File: src/hw/cache_settings.svh
// Size settings for the direct-mapped data cache array
// Included by the package and by every module that sizes a port from these macros

`ifndef CACHE_SETTINGS_SVH
`define CACHE_SETTINGS_SVH

// Total data capacity and line size, both in bytes
`define CACHE_SIZE_BYTES 8192
`define BLOCK_SIZE_BYTES 16

// Tag, index, bank select and the 2 byte bits must sum to 32
`define TAG_BITS 19

// One word-wide bank per word of a line
`define DATA_BANKS (`BLOCK_SIZE_BYTES / 4)

// Bank select width inside a line
`define OFFSET_BITS ($clog2(`DATA_BANKS))

// Line index width
`define INDEX_BITS ($clog2(`CACHE_SIZE_BYTES / `BLOCK_SIZE_BYTES))

`endif

File: src/hw/cache_pkg.sv
// Shared word, mask and address field types for the data cache array
// Modules import it in their body and use scoped names on their ports

`include "cache_settings.svh"

package cache_pkg;

    //============================================================
    // Data path types
    //============================================================

    // One data word, also used for full byte addresses
    typedef logic [31:0] data_word_t;

    // One enable per byte lane of a word
    typedef logic [3:0] byte_mask_t;

    //============================================================
    // Address field types
    //============================================================

    // Upper address bits stored per line
    typedef logic [`TAG_BITS-1:0] cache_tag_t;

    // Selects one line of the array
    typedef logic [`INDEX_BITS-1:0] line_index_t;

    // Selects one word (bank) inside a line
    typedef logic [`OFFSET_BITS-1:0] bank_sel_t;

endpackage : cache_pkg

File: src/hw/bank_read_select.sv
// Output mux that drains the data banks of the cache array
// Bank select is registered alongside the bank read registers

`timescale 1ns/1ps

`include "cache_settings.svh"

module bank_read_select (
    input  logic                                        clk_i,
    input  logic                                        arst_n_i,
    // Same read strobe that the banks see
    input  logic                                        read_i,
    // Bank select field of the read address
    input  cache_pkg::bank_sel_t                        read_bank_i,
    // Registered word of every bank
    input  cache_pkg::data_word_t [`DATA_BANKS-1:0]     bank_data_i,
    output cache_pkg::data_word_t                       read_data_o
);

    import cache_pkg::*;

    // Select held until the next enabled read
    bank_sel_t read_bank_q;

    //============================================================
    // Select register
    //============================================================

    // Sampled on the same edge the banks latch their words
    always_ff @(posedge clk_i or negedge arst_n_i) begin
        if (!arst_n_i) begin
            read_bank_q <= '0;
        end else if (read_i) begin
            read_bank_q <= read_bank_i;
        end
    end

    //============================================================
    // Word steering
    //============================================================

    // Pure mux after the registers, so latency stays one cycle
    assign read_data_o = bank_data_i[read_bank_q];

endmodule : bank_read_select

File: config.mk
export PLATFORM = sky130hd
export DESIGN_NAME = bank_read_select
export DESIGN_NICKNAME = d
export VERILOG_FILES = /design/src/hw/cache_pkg.sv /design/src/hw/bank_read_select.sv
export VERILOG_INCLUDE_DIRS = /design/src /design/src/hw
export SDC_FILE = /design/constraint.sdc
export NUM_CORES = 1
export LEC_CHECK = 0
export BUFFER_PORTS_ARGS = -buffer_cell sky130_fd_sc_hd__clkbuf_2
export CORE_MARGIN = 10
export CORE_UTILIZATION = 26
export CTS_CLUSTER_DIAMETER = 40
export DETAILED_ROUTE_END_ITERATION = 7
export GPL_ROUTABILITY_DRIVEN = 0
export PLACE_DENSITY = 0.87
export REMOVE_ABC_BUFFERS = 1
export SLEW_MARGIN = 30
export SYNTH_ARGS = -nofsm -noshare
export SYNTH_HDL_FRONTEND = slang
export SYNTH_SLANG_ARGS = --single-unit
File: constraint.sdc
create_clock -name clk_i -period 1.6 [get_ports clk_i]
set_clock_uncertainty 0.05 [all_clocks]
set_input_delay 0.32 -clock clk_i [delete_from_list [all_inputs] [get_ports clk_i]]
set_output_delay 0.32 -clock clk_i [all_outputs]
set_load 0.02 [all_outputs]
### After elaboration in Yosys (flattened, before gate mapping)

Cells that the tools add are included.

* order comparisons: 1
* multiplexer cells: 2

Operators by type and width (count)
* binary-select mux 32 bit (select 2 bit): 1
* two-way mux 32 bit: 1
* < comparator 2 x 3 -> 1 bit (second input constant): 1

* register bits: 2
* input port bits: 133

### Longest topological paths before layout

* depth in word-level cells: 2
* depth in mapped cells: 3

### Worst setup path before layout

No wires, ideal clock.

* kind: register to output
* from: register read_bank_q[0]
* to: output port read_data_o[10]
* arrival: 1.172 ns
* data required time: 1.230 ns
* slack: 0.058 ns
* stages on the path, launching flop included: 4
* path buffers: 2
* cells stage by stage: dfrtp_1 > buf_6 > buf_12 > mux4_2

* cells in the longest elaborated chain, start to end: 2

Ends and longest elaborated chain
* start, declared: RTL line bank_read_select.sv:23 `bank_sel_t read_bank_q;`
* start signal, assigned: RTL line bank_read_select.sv:34 `read_bank_q <= read_bank_i;`
* binary-select mux 32 bit (select 2 bit): RTL line bank_read_select.sv:43 `assign read_data_o = bank_data_i[read_bank_q];`
* two-way mux 32 bit (not written as such): RTL line bank_read_select.sv:43
* end, declared: RTL line bank_read_select.sv:17 `output cache_pkg::data_word_t read_data_o`

Every way passes these cells. The select of a mux whose other input is x is not followed.

### Worst setup path in the final report

* from: register read_bank_q[0]
* to: output port read_data_o[30]

The elaborated chain is that of the path after synthesis.

==> reports/metrics.cfg <==
[floorplan]
rows=21
die_w_um=78.7
ioPinCount=165
die-area_mm2=0.00619
core_area_mm2=0.00334
initial_utilization_pct=26.8
fp.dieH_um=78.7

[synth]
synth.avg_cell_area_um2=20.3
yosysWarnings=0
syn_inst=44
synth_top_area_cell=mux4_2
synthTopCellsByCount=mux4_2 (29), buf_12 (3), buf_2 (3), mux4_1 (3)
yosysSeqAreaShare_pct=5.59
synthTopCellsByArea=mux4_2 (73%), mux4_1 (8.8%), buf_12 (6.7%)
ys_ff_latch=2
ys_async_sr_fraction_pct=100
synth_top_area_share_pct=73.0
synth-edff-count=0
synth_ff_type=dfrtp_1
yosysMostFrequentCell=mux4_2
syn_area_um2=895
synth_cell_type_count=8

[cts]
cts_tree=yes
clk_latency_ns=0.23
cts_buffers=3
clock_path_buffers=2
clock-root-buffer=clkbuf_4
clock_sinks=2
path_clk_slew_ns=0.04
h-tree-depth=1

[grt]
grt_util_all_layers_pct=16.0
antenna_found_initial=0
grt_max_degree=18
grt-ovfl-total=0
grt_pass1_wl_um=7930
grt_pass1_vias=1557

[layout]
nets=353
stdcell_count=265
multi_input_area_um2=743
antenna_cells=0
regMostFlops=read_bank_q
largest_reg_flops=2
regArea_um2=51.3
syn_to_final_growth_pct=133
num-fill-cells=284
layout-drive-gt1-share_pct=98.6
reg_top3=read_bank_q (2)

[setup_path]
end_kind=primary output
ff2ff_setup_slack_ns=0.31
crit_chain=buf_6, clkbuf_16, mux4_2, buf_6
crit_required_ns=1.23
startpoint=read_bank_q[0]$_DFFE_PN0P_
rr_startpoint=read_bank_q[0]$_DFFE_PN0P_
rr_worst_depth=4
cp-start-kind=register
crit_buf_inv=3
crit_family=multiplexers
path_max_fanout=5
crit_cells=4
cp.arrival_ns=1.56
worstSetupPathType=reg2out
critPathMostFrequentCell=buf_6
cpPeakStageDelay_ns=0.51
cp_slowest_cell=mux4_2
endpoint=read_data_o[30]
reg2reg_to=read_bank_q[0]$_DFFE_PN0P_

[drt]
drc_errors=0
antenna_left=0
drt_first_iter_violations=20
vias=1255
via_per_inst=4.74
routed_wl_um=5360
wl_per_cell_um=20.2
dr.pass1.iters=2

[power]
powerDensity_mw_per_mm2=582
finalPower_mw=1.21
leakagePower_nw=1.09
pwr-share-clk_pct=10.6
p_sw_mw=0.455
p_comb_share_pct=84.1
seqPwrFrac_pct=5.4
p_int_mw=0.756
sw_frac_of_total_pct=37.6
max-vdd-ir-drop_mv=0.532

[sta]
post-route-period-util_pct=121
slew_violations=0
setup_tns_ns=-9.27
max_slew_margin_pct=86.8
hold_viol_final=0
whs_ns=0.281
worst_pin_slew_ns=0.199
setup_ws_ns=-0.331
fmax_mhz=518
min_period_ns=1.93
rsz0062_at_grt=true
setup_violations=32

[place]
portBuffers=164
hpwl_um=4700
dp_cells=251

[status]
status=finished, violations left
violations=setup timing

[hold_path]
hold_path_class=in2reg

[run]
drv_cap=0

## worst register-to-register path: stages (launching register included)
cell and delay (ns):
dfrtp_2 0.43, buf_6 0.14, clkbuf_16 0.15, buf_4 0.13, mux2_2 0.26
## cells in the final DEF (no fill, tap or decap)
cell and instances:
clkbuf_1 1, clkbuf_2 138, dfrtp_2 1, clkbuf_4 3
dfrtp_1 1, dlygate4sd3_1 1, buf_4 4, buf_6 26
mux4_2 32, buf_8 5, buf_12 4, mux2_2 2
clkbuf_16 1
## metrics by stage
stage	instance area [µm²]	utilization, %	setup slack, ns
2_1_floorplan	805	-	-0.940
3_3_place_gp	1770	53.1	-0.0908
3_5_place_dp	1770	53.1	-0.120
4_1_cts	1910	57.3	-0.336
5_1_grt	2080	62.4	-0.380
6_report	2080	62.4	-0.331
## power groups by stage
stage,clock network (mW),logic [mW],registers (mW)
4_1_cts,0.135,0.887,0.0638
5_1_grt,0.141,1.08,0.0656
2_1_floorplan,0,0.398,0.113
6_report,0.128,1.02,0.0648
3_3_place_gp,0,0.779,0.0686
3_5_place_dp,0,0.800,0.0694
## metal layers
layer  share of wire (%)  routed length [µm]  up-vias  track usage, %
met5                   0                   0        -               0
met3                  13                 688        2            8.77
met2                  55                2970       89            31.4
met1                  31                1670      592            14.7
li1                    -                   -      572               -
met4                0.54                  29        0           0.538
## how the worst min path moves through the flow
stage | start | end | slack [ns] | depth (start not counted)
floorplan | arst_n_i | read_bank_q[0]$_DFFE_PN0P_ | -0.03 | 0
global placement | arst_n_i | read_bank_q[1]$_DFFE_PN0P_ | 0.06 | 1
detailed placement | arst_n_i | read_bank_q[1]$_DFFE_PN0P_ | 0.06 | 1
CTS | read_bank_i[1] | read_bank_q[1]$_DFFE_PN0P_ | 0.27 | 2
global route | read_bank_i[1] | read_bank_q[1]$_DFFE_PN0P_ | 0.29 | 2
finish | read_bank_i[1] | read_bank_q[1]$_DFFE_PN0P_ | 0.28 | 2
## cell families after synthesis
group    synth area share, %
buf+inv                 10.1
mux                     84.3
flops                   5.59
## repair_timing
item / 4_1_cts / 5_1_grt
cloned: 1 / 1
hold buffers: 1 / 0
buffers inserted: 5 / 3
endpoints found under the hold margin: 2 / 0
pin swaps: 0 / 0
setup endpoints to repair: 32 / 32
gates resized for setup: 16 / 71
## layout make-up
cell class	count	area share [%]
timing repair buffer	179	57.8
sequential	2	2.46
multi-input combinational	34	35.7
tap	46	2.76
clock buffer	4	1.26
No activity file was read; power rests on OpenSTA's default activity.
